File: src/hdl/dbg_params.svh
`ifndef DBG_PARAMS_SVH
`define DBG_PARAMS_SVH

// Host credits, also the request FIFO depth
`define DBG_DMI_CREDITS 4

// Debug CSR numbers reachable through abstract commands
`define DBG_CSR_DCSR 16'h07b0
`define DBG_CSR_DPC  16'h07b1

// DMI register addresses
`define DM_DATA0      7'h04
`define DM_DMCONTROL  7'h10
`define DM_DMSTATUS   7'h11
`define DM_ABSTRACTCS 7'h16
`define DM_COMMAND    7'h17

`endif

File: src/hdl/dm_pkg.sv
package dm_pkg;

    ////////////////////////////////////////////////////////////
    // DMI transport
    ////////////////////////////////////////////////////////////

    typedef enum logic [1:0]
    {
        DMI_NOP   = 2'd0,
        DMI_READ  = 2'd1,
        DMI_WRITE = 2'd2
    } dmi_op_e;

    typedef struct packed
    {
        logic        valid;
        dmi_op_e     op;
        logic [6:0]  addr;
        logic [31:0] data;
    } dmi_req_t;

    // No ready, the host always takes a response
    typedef struct packed
    {
        logic        valid;
        logic [31:0] data;
    } dmi_rsp_t;

    ////////////////////////////////////////////////////////////
    // Abstract command
    ////////////////////////////////////////////////////////////

    // Encoded as in abstractcs.cmderr
    typedef enum logic [2:0]
    {
        CMDERR_NONE          = 3'd0,
        CMDERR_BUSY          = 3'd1,
        CMDERR_NOT_SUPPORTED = 3'd2,
        CMDERR_HALT_RESUME   = 3'd4
    } cmderr_e;

endpackage : dm_pkg

File: src/hdl/debug_pkg.sv
package debug_pkg;

    // Values of dcsr.cause
    typedef enum logic [2:0]
    {
        NO_DBG_CAUSE = 3'd0,
        DBG_EBREAK   = 3'd1,
        DBG_HALTREQ  = 3'd3,
        DBG_STEP     = 3'd4
    } dcause_e;

    typedef enum logic [1:0]
    {
        RUNNING,
        HALTED,
        RESUME
    } core_state_e;

    // Pipeline view supplied from outside
    typedef struct packed
    {
        logic        ebreak_mem;
        logic        no_jump;
        logic        inst_valid_wb;
        logic [31:0] cinst_pc;
        logic [31:0] next_pc_if1;
    } core_trace_t;

    typedef struct packed
    {
        logic running;
        logic halted;
        logic resumeack;
    } core_status_t;

    // One abstract register access
    typedef struct packed
    {
        logic        en;
        logic        wr;
        logic [15:0] addr;
        logic [31:0] data;
    } ar_req_t;

endpackage : debug_pkg

File: src/hdl/dm_regs.sv
`timescale 1ns/1ns
`include "dbg_params.svh"

module dm_regs (
    input  logic                    clk_i,
    input  logic                    reset_i,
    input  dm_pkg::dmi_req_t        dmi_req_i,
    output dm_pkg::dmi_rsp_t        dmi_rsp_o,
    output logic                    credit_o,
    input  debug_pkg::core_status_t status_i,
    output logic                    haltreq_o,
    output logic                    resumereq_o,
    output logic                    cmd_start_o,
    output logic [31:0]             cmd_o,
    output logic [31:0]             data0_o,
    input  logic                    cmd_busy_i,
    input  logic                    cmd_done_i,
    input  dm_pkg::cmderr_e         cmd_err_i,
    input  logic [31:0]             cmd_rdata_i
);
    import dm_pkg::*;

    localparam int DEPTH = `DBG_DMI_CREDITS;
    localparam int PTR_W = (DEPTH > 1) ? $clog2(DEPTH) : 1;

    dmi_req_t         fifo_mem [DEPTH];
    logic [PTR_W-1:0] wr_ptr;
    logic [PTR_W-1:0] rd_ptr;
    logic [PTR_W:0]   fifo_cnt;
    logic             push;
    logic             pop;
    dmi_req_t         head;
    logic             wr_en;
    logic             rd_en;
    logic             cmd_wr;
    logic             busy;

    logic             haltreq_q;
    logic             resumereq_q;
    logic             dmactive_q;
    logic [31:0]      data0_q;
    logic [31:0]      cmd_q;
    cmderr_e          cmderr_q;
    logic             cmd_start_q;

    logic [31:0]      dmcontrol_rd;
    logic [31:0]      dmstatus_rd;
    logic [31:0]      abstractcs_rd;
    logic [31:0]      rdata;
    logic             rsp_valid_q;
    logic [31:0]      rsp_data_q;

    function automatic logic [PTR_W-1:0] ptr_next(input logic [PTR_W-1:0] p);
        if (p == PTR_W'(DEPTH - 1))
            return '0;
        return p + 1'b1;
    endfunction

    ////////////////////////////////////////////////////////////
    // Request FIFO
    ////////////////////////////////////////////////////////////

    // Credits guarantee room for every valid request
    assign push = dmi_req_i.valid;
    assign pop  = (fifo_cnt != '0);
    assign head = fifo_mem[rd_ptr];

    always_ff @(posedge clk_i)
    begin
        if (push)
            fifo_mem[wr_ptr] <= dmi_req_i;
    end

    always_ff @(posedge clk_i or posedge reset_i)
    begin
        if (reset_i)
        begin
            wr_ptr   <= '0;
            rd_ptr   <= '0;
            fifo_cnt <= '0;
        end
        else
        begin
            if (push)
                wr_ptr <= ptr_next(wr_ptr);
            if (pop)
                rd_ptr <= ptr_next(rd_ptr);
            case ({push, pop})
                2'b10:   fifo_cnt <= fifo_cnt + 1'b1;
                2'b01:   fifo_cnt <= fifo_cnt - 1'b1;
                default: fifo_cnt <= fifo_cnt;
            endcase
        end
    end

    ////////////////////////////////////////////////////////////
    // Register updates
    ////////////////////////////////////////////////////////////

    assign wr_en  = pop && (head.op == DMI_WRITE);
    assign rd_en  = pop && (head.op == DMI_READ);
    assign cmd_wr = wr_en && (head.addr == `DM_COMMAND);

    // Start pulse counts as busy before the engine reacts
    assign busy = cmd_busy_i | cmd_start_q;

    always_ff @(posedge clk_i or posedge reset_i)
    begin
        if (reset_i)
        begin
            haltreq_q   <= 1'b0;
            resumereq_q <= 1'b0;
            dmactive_q  <= 1'b0;
            cmderr_q    <= CMDERR_NONE;
            cmd_start_q <= 1'b0;
        end
        else
        begin
            cmd_start_q <= cmd_wr && !busy;
            if (wr_en && (head.addr == `DM_DMCONTROL))
            begin
                haltreq_q  <= head.data[31];
                dmactive_q <= head.data[0];
            end
            // Held until the core acknowledges
            if (status_i.resumeack)
                resumereq_q <= 1'b0;
            else if (wr_en && (head.addr == `DM_DMCONTROL) && head.data[30])
                resumereq_q <= 1'b1;
            // First error sticks until written with ones
            if (cmd_done_i && (cmderr_q == CMDERR_NONE))
                cmderr_q <= cmd_err_i;
            else if (cmd_wr && busy && (cmderr_q == CMDERR_NONE))
                cmderr_q <= CMDERR_BUSY;
            else if (wr_en && (head.addr == `DM_ABSTRACTCS))
                cmderr_q <= cmderr_e'(cmderr_q & ~head.data[10:8]);
        end
    end

    always_ff @(posedge clk_i)
    begin
        if (cmd_done_i)
            data0_q <= cmd_rdata_i;
        else if (wr_en && (head.addr == `DM_DATA0))
            data0_q <= head.data;
        if (cmd_wr && !busy)
            cmd_q <= head.data;
    end

    ////////////////////////////////////////////////////////////
    // Read path and response
    ////////////////////////////////////////////////////////////

    assign dmcontrol_rd  = {haltreq_q, resumereq_q, 29'd0, dmactive_q};
    // Single hart, so any and all bits match; version 0.13
    assign dmstatus_rd   = {12'd0, 2'b00, {2{status_i.resumeack}}, 4'd0,
                            {2{status_i.running}}, {2{status_i.halted}},
                            1'b1, 3'd0, 4'd2};
    assign abstractcs_rd = {3'd0, 5'd0, 11'd0, busy, 1'b0, cmderr_q, 4'd0, 4'd1};

    always_comb
    begin
        case (head.addr)
            `DM_DATA0:      rdata = data0_q;
            `DM_DMCONTROL:  rdata = dmcontrol_rd;
            `DM_DMSTATUS:   rdata = dmstatus_rd;
            `DM_ABSTRACTCS: rdata = abstractcs_rd;
            default:        rdata = 32'd0;
        endcase
    end

    always_ff @(posedge clk_i or posedge reset_i)
    begin
        if (reset_i)
            rsp_valid_q <= 1'b0;
        else
            rsp_valid_q <= pop;
    end

    always_ff @(posedge clk_i)
    begin
        rsp_data_q <= rd_en ? rdata : 32'd0;
    end

    // Credit returns with the response
    assign credit_o    = rsp_valid_q;
    assign dmi_rsp_o   = '{valid: rsp_valid_q, data: rsp_data_q};
    assign haltreq_o   = haltreq_q;
    assign resumereq_o = resumereq_q;
    assign cmd_start_o = cmd_start_q;
    assign cmd_o       = cmd_q;
    assign data0_o     = data0_q;

endmodule : dm_regs

File: src/hdl/dm_abstract_cmd.sv
`timescale 1ns/1ns
`include "dbg_params.svh"

module dm_abstract_cmd (
    input  logic               clk_i,
    input  logic               reset_i,
    input  logic               cmd_start_i,
    input  logic [31:0]        cmd_i,
    input  logic [31:0]        data0_i,
    input  logic               halted_i,
    output logic               busy_o,
    output logic               done_o,
    output dm_pkg::cmderr_e    err_o,
    output logic [31:0]        rdata_o,
    output debug_pkg::ar_req_t ar_o,
    input  logic [31:0]        dcsr_i,
    input  logic [31:0]        dpc_i
);
    import dm_pkg::*;

    typedef enum logic [1:0]
    {
        IDLE,
        CHECK,
        ACCESS
    } cmd_state_e;

    cmd_state_e  state_q;
    cmd_state_e  state_d;
    logic [31:0] cmd_q;
    cmderr_e     err_q;
    cmderr_e     check_err;
    logic [7:0]  cmdtype;
    logic [2:0]  aarsize;
    logic        transfer;
    logic        write;
    logic [15:0] regno;
    logic        regno_ok;
    logic        access_ok;

    // Access register command fields
    assign cmdtype  = cmd_q[31:24];
    assign aarsize  = cmd_q[22:20];
    assign transfer = cmd_q[17];
    assign write    = cmd_q[16];
    assign regno    = cmd_q[15:0];
    assign regno_ok = (regno == `DBG_CSR_DCSR) || (regno == `DBG_CSR_DPC);

    always_comb
    begin
        if (!halted_i)
            check_err = CMDERR_HALT_RESUME;
        else if (cmdtype != 8'd0)
            check_err = CMDERR_NOT_SUPPORTED;
        // Only 32-bit accesses to dcsr and dpc
        else if (transfer && ((aarsize != 3'd2) || !regno_ok))
            check_err = CMDERR_NOT_SUPPORTED;
        else
            check_err = CMDERR_NONE;
    end

    always_comb
    begin
        case (state_q)
            IDLE:    state_d = cmd_start_i ? CHECK : IDLE;
            CHECK:   state_d = ACCESS;
            ACCESS:  state_d = IDLE;
            default: state_d = IDLE;
        endcase
    end

    always_ff @(posedge clk_i or posedge reset_i)
    begin
        if (reset_i)
        begin
            state_q <= IDLE;
            err_q   <= CMDERR_NONE;
        end
        else
        begin
            state_q <= state_d;
            if (state_q == CHECK)
                err_q <= check_err;
        end
    end

    always_ff @(posedge clk_i)
    begin
        if (cmd_start_i && (state_q == IDLE))
            cmd_q <= cmd_i;
    end

    assign access_ok = (state_q == ACCESS) && transfer && (err_q == CMDERR_NONE);

    assign ar_o = '{en: access_ok, wr: write, addr: regno, data: data0_i};

    // data0 keeps its value unless a read succeeded
    assign rdata_o = (access_ok && !write) ?
                     ((regno == `DBG_CSR_DPC) ? dpc_i : dcsr_i) : data0_i;

    assign busy_o = (state_q != IDLE);
    assign done_o = (state_q == ACCESS);
    assign err_o  = err_q;

endmodule : dm_abstract_cmd

File: src/hdl/core_dbg_fsm.sv
`timescale 1ns/1ns
`include "dbg_params.svh"

module core_dbg_fsm (
    input  logic                    clk_i,
    input  logic                    reset_i,
    input  debug_pkg::core_trace_t  trace_i,
    input  logic                    haltreq_i,
    input  logic                    resumereq_i,
    input  debug_pkg::ar_req_t      ar_i,
    output debug_pkg::core_status_t status_o,
    output logic [31:0]             dcsr_o,
    output logic [31:0]             dpc_o,
    output logic                    dbg_ret_o
);
    import debug_pkg::*;

    core_state_e state_q;
    core_state_e state_d;
    dcause_e     cause_q;
    logic [31:0] dpc_q;
    logic        ebreakm_q;
    logic [4:0]  dcsr_ctl_q;
    logic        mprven_q;
    logic        step_q;
    logic        running;
    logic        running_q;
    logic        ebreak_hit;
    logic        step_hit;
    logic        halt_go;
    logic        dcsr_wr;
    logic        dpc_wr;

    ////////////////////////////////////////////////////////////
    // Run state
    ////////////////////////////////////////////////////////////

    assign ebreak_hit = trace_i.ebreak_mem && ebreakm_q;
    assign step_hit   = step_q && (!trace_i.no_jump || trace_i.inst_valid_wb);
    assign running    = (state_q == RUNNING);
    assign halt_go    = running && (ebreak_hit || haltreq_i || step_hit);

    always_comb
    begin
        case (state_q)
            RUNNING: state_d = halt_go ? HALTED : RUNNING;
            HALTED:  state_d = resumereq_i ? RESUME : HALTED;
            // Wait for the DM to drop its request
            RESUME:  state_d = resumereq_i ? RESUME : RUNNING;
            default: state_d = RUNNING;
        endcase
    end

    always_ff @(posedge clk_i or posedge reset_i)
    begin
        if (reset_i)
            state_q <= RUNNING;
        else
            state_q <= state_d;
    end

    assign status_o = '{running:   running,
                        halted:    (state_q == HALTED) || (state_q == RESUME),
                        resumeack: (state_q == RESUME)};

    ////////////////////////////////////////////////////////////
    // dcsr and dpc
    ////////////////////////////////////////////////////////////

    assign dcsr_wr = ar_i.en && ar_i.wr && (ar_i.addr == `DBG_CSR_DCSR);
    assign dpc_wr  = ar_i.en && ar_i.wr && (ar_i.addr == `DBG_CSR_DPC);

    // Cause priority ebreak, haltreq, step
    always_ff @(posedge clk_i or posedge reset_i)
    begin
        if (reset_i)
            cause_q <= NO_DBG_CAUSE;
        else if (halt_go && ebreak_hit)
            cause_q <= DBG_EBREAK;
        else if (halt_go && haltreq_i)
            cause_q <= DBG_HALTREQ;
        else if (halt_go)
            cause_q <= DBG_STEP;
    end

    // Writable dcsr fields only
    always_ff @(posedge clk_i or posedge reset_i)
    begin
        if (reset_i)
        begin
            ebreakm_q  <= 1'b0;
            dcsr_ctl_q <= 5'd0;
            mprven_q   <= 1'b0;
            step_q     <= 1'b0;
        end
        else if (dcsr_wr)
        begin
            ebreakm_q  <= ar_i.data[15];
            dcsr_ctl_q <= ar_i.data[13:9];
            mprven_q   <= ar_i.data[4];
            step_q     <= ar_i.data[2];
        end
    end

    always_ff @(posedge clk_i or posedge reset_i)
    begin
        if (reset_i)
            dpc_q <= 32'd0;
        else if (dpc_wr)
            dpc_q <= ar_i.data;
        else if (halt_go)
        begin
            if (ebreak_hit || (step_q && trace_i.inst_valid_wb))
                dpc_q <= trace_i.cinst_pc;
            else if (haltreq_i && trace_i.no_jump)
                dpc_q <= trace_i.cinst_pc;
            // A jump in flight, resume at its target
            else
                dpc_q <= trace_i.next_pc_if1;
        end
    end

    // xdebugver 4, prv fixed at M
    assign dcsr_o = {4'd4, 12'd0, ebreakm_q, 1'b0, dcsr_ctl_q, cause_q,
                     1'b0, mprven_q, 1'b0, step_q, 2'd3};
    assign dpc_o  = dpc_q;

    ////////////////////////////////////////////////////////////
    // Return pulse
    ////////////////////////////////////////////////////////////

    always_ff @(posedge clk_i or posedge reset_i)
    begin
        if (reset_i)
            running_q <= 1'b1;
        else
            running_q <= running;
    end

    assign dbg_ret_o = running && !running_q;

endmodule : core_dbg_fsm

File: src/hdl/dbg_subsystem_top.sv
`timescale 1ns/1ns

module dbg_subsystem_top (
    input  logic                    clk_i,
    input  logic                    reset_i,
    input  dm_pkg::dmi_req_t        dmi_req_i,
    output dm_pkg::dmi_rsp_t        dmi_rsp_o,
    output logic                    credit_o,
    input  debug_pkg::core_trace_t  trace_i,
    output debug_pkg::core_status_t status_o,
    output logic                    dbg_ret_o
);
    import dm_pkg::*;
    import debug_pkg::*;

    core_status_t status;
    logic         haltreq;
    logic         resumereq;
    logic         cmd_start;
    logic [31:0]  cmd;
    logic [31:0]  data0;
    logic         cmd_busy;
    logic         cmd_done;
    cmderr_e      cmd_err;
    logic [31:0]  cmd_rdata;
    ar_req_t      ar;
    logic [31:0]  dcsr;
    logic [31:0]  dpc;

    dm_regs i_dm_regs (
        .clk_i       (clk_i),
        .reset_i     (reset_i),
        .dmi_req_i   (dmi_req_i),
        .dmi_rsp_o   (dmi_rsp_o),
        .credit_o    (credit_o),
        .status_i    (status),
        .haltreq_o   (haltreq),
        .resumereq_o (resumereq),
        .cmd_start_o (cmd_start),
        .cmd_o       (cmd),
        .data0_o     (data0),
        .cmd_busy_i  (cmd_busy),
        .cmd_done_i  (cmd_done),
        .cmd_err_i   (cmd_err),
        .cmd_rdata_i (cmd_rdata)
    );

    dm_abstract_cmd i_dm_abstract_cmd (
        .clk_i       (clk_i),
        .reset_i     (reset_i),
        .cmd_start_i (cmd_start),
        .cmd_i       (cmd),
        .data0_i     (data0),
        .halted_i    (status.halted),
        .busy_o      (cmd_busy),
        .done_o      (cmd_done),
        .err_o       (cmd_err),
        .rdata_o     (cmd_rdata),
        .ar_o        (ar),
        .dcsr_i      (dcsr),
        .dpc_i       (dpc)
    );

    core_dbg_fsm i_core_dbg_fsm (
        .clk_i       (clk_i),
        .reset_i     (reset_i),
        .trace_i     (trace_i),
        .haltreq_i   (haltreq),
        .resumereq_i (resumereq),
        .ar_i        (ar),
        .status_o    (status),
        .dcsr_o      (dcsr),
        .dpc_o       (dpc),
        .dbg_ret_o   (dbg_ret_o)
    );

    assign status_o = status;

endmodule : dbg_subsystem_top

File: config.mk
export PLATFORM = sky130hd
export DESIGN_NAME = dbg_subsystem_top
export DESIGN_NICKNAME = d
export VERILOG_FILES = /design/src/hdl/dm_pkg.sv /design/src/hdl/debug_pkg.sv /design/src/hdl/dm_regs.sv /design/src/hdl/dm_abstract_cmd.sv /design/src/hdl/core_dbg_fsm.sv /design/src/hdl/dbg_subsystem_top.sv
export VERILOG_INCLUDE_DIRS = /design/src /design/src/hdl
export SDC_FILE = /design/constraint.sdc
export NUM_CORES = 1
export LEC_CHECK = 0
export ABC_CLOCK_PERIOD_IN_PS = 9800
export CORE_MARGIN = 1.5
export CORE_UTILIZATION = 45
export DETAILED_ROUTE_END_ITERATION = 6
export DONT_BUFFER_PORTS = 1
export PLACE_DENSITY = 0.6
export SYNTH_ARGS = -nofsm -noshare
export SYNTH_HDL_FRONTEND = slang
export SYNTH_SLANG_ARGS = --single-unit
File: constraint.sdc
create_clock -name clk_i -period 9.8 [get_ports clk_i]
set_input_delay 0.98 -clock clk_i [delete_from_list [all_inputs] [get_ports clk_i]]
set_output_delay 0.98 -clock clk_i [all_outputs]
set_load 0.05 [all_outputs]
==> summary.md <==
| Metric | Value |
|---|---|
| # Max-Cap Violations | 0 |
| Final nets | ~1,000 |
| Fin Setup TNS | 0 ns |
| CTS tree | done |
| Yosys top cell by area | edfxtp_1 |
| Number of port buffers | 0 |
| Per-cell routed wire length | 21.5 um |
| CP peak stage delay | about 0.90 ns |
| Post-CTS resize count | 0 |
| RSZ-0062 raised after global routing | no |
| Top-area cell type share of the netlist area | roughly 55% |
| Comb pwr share | between 20% and 30% |
| Startpoint Class | register |
| Antenna violations before repair | 1 |
| Post-place instance area | roughly 14,000 um2 |
| Mapped Cells | between 800 and 900 |
| Leakage | 0.00556 uW |
| Die height | ~180 um |
| Post-route clock period utilization | about 43% |
| Mean Syn Cell Area | around 16 um2 |
| Flop pwr share | between 40% and 50% |
| Drt first pass iters | 5 |
| Final slew viol count | 0 |
| Total core area | 29,900 um2 |
| Status | completed |
| Syn Std Cell Area | approximately 14,000 um2 |
| Yosys warnings | 0 |
| Starting density of the core | 46.1% |
| Clk pwr share | 30.4% |
| Die W | 178 um |
| Io pins | around 150 |
| Sequential area share after synthesis | a little under three quarters |
| Rel. slew slack | roughly a quarter |
| Final GP Congestion | 0.815 |
| Pre-CTS WS | 5.42 ns |
| Minimum clock period | between 4 and 5 ns |
| Total gr overflow | 0 |
| GRT Overall Usage | between 10% and 20% |
| Maximum clock path buffer count | 3 |
| Yosys reg bits | approximately 350 |
| Post-DR vias/cell | 5.51 |
| Final Skew | ~0.013 ns |
| Clk pin slew, worst setup/hold paths | about 0.060 ns |
| Number of global-route vias before repair | just over 7,000 |
| Slew @ Worst Pin | approximately 1.1 ns |
| R2R depth | 6 |
| Final hold violation count | 0 |
| Post-CTS Setup Bufs | 0 |
| Psw | around 1300 uW |
| Worst hold path cell count | 0 |
| Remaining antenna violation count after routing | 0 |
| Worst Hold Class | reg2reg |
| Setup Viol. Count Final | 0 |
| Hold path endpoint | i_dm_abstract_cmd.cmd_q[8] |
| Clk sinks | 351 |
| First-pass GRT wire length | 42,500 um |
| CTS root buffer | clkbuf_16 |
| Crit path cell chain | buf_4 -> mux4_2 -> nor3b_4 -> nand2b_1 -> o31ai_4 -> buf_4 |
| CP Data Arrival Time | 4.46 ns |
| Die ar. | 31,600 um2 |
| Layout cells sized above 1 | between 15 and 20% |
| Area Growth Syn to Fin | 11.4% |
| Detail Placement HPWL | 18,200 um |
| FFs w/ async S/R, synth | between 10% and 20% |
| Fillers | approximately 2,500 |
| Number of synthesized flops with an enable pin | 254 |
| Synth area leaders | edfxtp_1, dfrtp_1, mux4_2 |
| Worst R2R Setup Slack | ~5.5 ns |
| Drt first-iter violations | 514 |
| Reg2reg end | i_dm_regs.data0_o[2] |
| HP Start | i_dm_regs.cmd_o[8] |
| Critical path's most frequent cell | buf_4 |
| Max FO, Critical Path | 46 |
| CTS H-Tree Depth | 2 |
| Top FF cell, synth | edfxtp_1 |
| DRC Markers | 0 |
| Cell row count | 63 |
| Synth unique cells | between 60 and 70 |
| # diodes | 0 |
| Clk_lat worst skew | roughly 0.53 ns |
| WP data required | 10.01 ns |
| DRT Wirelength | approximately 28,000 um |
| Critical Path End Type | register |
| Most instantiated library cell after synthesis | edfxtp_1 |
| TritonCTS buffer count | 38 |
| Via count | a little over 7,000 |
| Switching part of the total power | approximately 30% |
| Worst vdd ir | 137 uV |
| Final Cell Area | between 15,000 and 20,000 um2 |
| Hold Buf Count CTS | 0 |
| Max Freq | about 0.24 GHz |
| Pwr dens | 279 nW/um2 |
| Slowest cell on the critical path | o31ai_4 |
| Synthesized Nets | between 1,000 and 1,500 |
| Critical R2R Launch | i_dm_regs.rd_ptr[0] |
| Top cells by count, synth | edfxtp_1, nand2_1, dfrtp_1, o21ai_0, mux2i_1 |
| Pint | between 2000 and 3000 uW |
| Crit Path Category | reg2reg |
| Final worst slack | 5.55 ns |
| Pin count of the biggest net entering global routing | 66 |
==> per-stage QoR <==
stage	util, %	total power, uW	hold WS [ns]	cells
6_report	51.3	4280	0.407	1306
4_1_cts	51.3	4330	0.409	1306
5_1_grt	51.3	4490	0.406	1306
2_1_floorplan	-	2710	0.400	880
3_5_place_dp	47.6	3020	0.405	1241
3_3_place_gp	47.6	3000	0.400	1241
==> state kept, by name, summed over array words and instances, names as in the netlist, 3 cells and up <==
| register | cells |
|---|---|
| i_core_dbg_fsm.dpc_o | 32 |
| i_dm_abstract_cmd.cmd_q | 29 |
| i_core_dbg_fsm.cause_q | 3 |
| i_dm_regs.cmderr_q | 3 |
| i_dm_regs.rsp_data_q | 32 |
| i_dm_regs.fifo_mem | 164 |
| i_dm_regs.cmd_o | 29 |
| i_dm_regs.fifo_cnt | 3 |
| i_dm_regs.data0_o | 32 |
| i_core_dbg_fsm.dcsr_ctl_q | 5 |
==> area by class of cell <==
class	count	area [um2]	share of cell area, %
repair buffers	17	128	0.832
clock inverters	16	115	0.751
inverters	37	139	0.906
well taps	390	488	3.18
multi-input cells	446	3560	23.2
clock buffers	49	1000	6.54
flip-flops and latches	351	9900	64.6
==> per-layer routing <==
layer	vias to the layer above	routed length, um	part of all wire [%]	GRT usage, %
met2	258	12200	44	26.6
li1	3322	-	-	-
met3	41	2300	8.2	4.54
met4	0	598	2.1	5.50
met1	3578	13000	46	26.8
met5	-	0	0	0
==> worst max-delay path: cells and delay by family, from the launching register on <==
kind / cells / cell delay [ns]
and+or+nand+nor: 2 / 0.92
DFF: 1 / 0.34
buffers and inverters: 2 / 1.01
AOI/OAI and AO/OA: 1 / 0.90
muxes: 1 / 0.72
==> power by group through the flow <==
stage | Clock, uW | Combinational [uW] | Sequential [uW]
final | 1300 | 1030 | 1950
after global placement | 0 | 1030 | 1980
after global routing | 1390 | 1130 | 1970
after detailed placement | 0 | 1040 | 1980
after floorplan | 0 | 761 | 1950
after CTS | 1330 | 1050 | 1950
==> kinds of logic (layout without fill, tap and decap cells) <==
logic type	count (synthesis)	in the layout	share of synthesized area (%)
AND/OR/NAND/NOR	202	202	7.69
flip-flops	351	351	71.9
AO/OA/AOI/OAI	133	133	5.93
multiplexers	97	97	10.6
buffers and inverters	83	119	2.62
XOR/XNOR	3	3	0.191
adder cells (fa/ha/maj)	11	11	1.05
==> how the worst max path moves through the flow <==
stage / from / end / slack [ns] / cells after the start
after global placement: i_dm_regs.rd_ptr[0] / i_dm_regs.data0_o[28] / 5.50 / 7
after global routing: i_dm_regs.rd_ptr[0] / i_dm_regs.data0_o[23] / 5.21 / 6
after detailed placement: i_dm_regs.rd_ptr[0] / i_dm_regs.data0_o[27] / 5.42 / 6
after floorplan: i_dm_regs.rd_ptr[0] / i_dm_regs.cmd_o[0] / 4.99 / 5
final: i_dm_regs.rd_ptr[0] / i_dm_regs.data0_o[2] / 5.55 / 6
after CTS: i_dm_regs.rd_ptr[0] / i_dm_regs.data0_o[2] / 5.41 / 6
==> cells in the final DEF, fill, tap and decap left out, types with 7 or more instances in the layout <==
| master | synthesis | final |
|---|---|---|
| a22oi_1 | 8 | 8 |
| o211ai_1 | 23 | 23 |
| mux2i_1 | 47 | 47 |
| inv_1 | 37 | 36 |
| and3_1 | 7 | 7 |
| edfxtp_1 | 254 | 254 |
| ha_1 | 10 | 10 |
| o21ai_0 | 63 | 62 |
| clkbuf_16 | 0 | 38 |
| mux4_2 | 38 | 38 |
| buf_4 | 3 | 17 |
| nor3_2 | 10 | 10 |
| dfxtp_1 | 32 | 32 |
| a21oi_1 | 19 | 19 |
| dfrtp_1 | 64 | 62 |
| mux2_2 | 10 | 10 |
| nor3_1 | 15 | 15 |
| nor2_1 | 30 | 30 |
| nand2_1 | 93 | 93 |
| clkbuf_1 | 21 | 10 |
| clkinv_1 | 0 | 9 |
(Power assumes the default switching activity.)
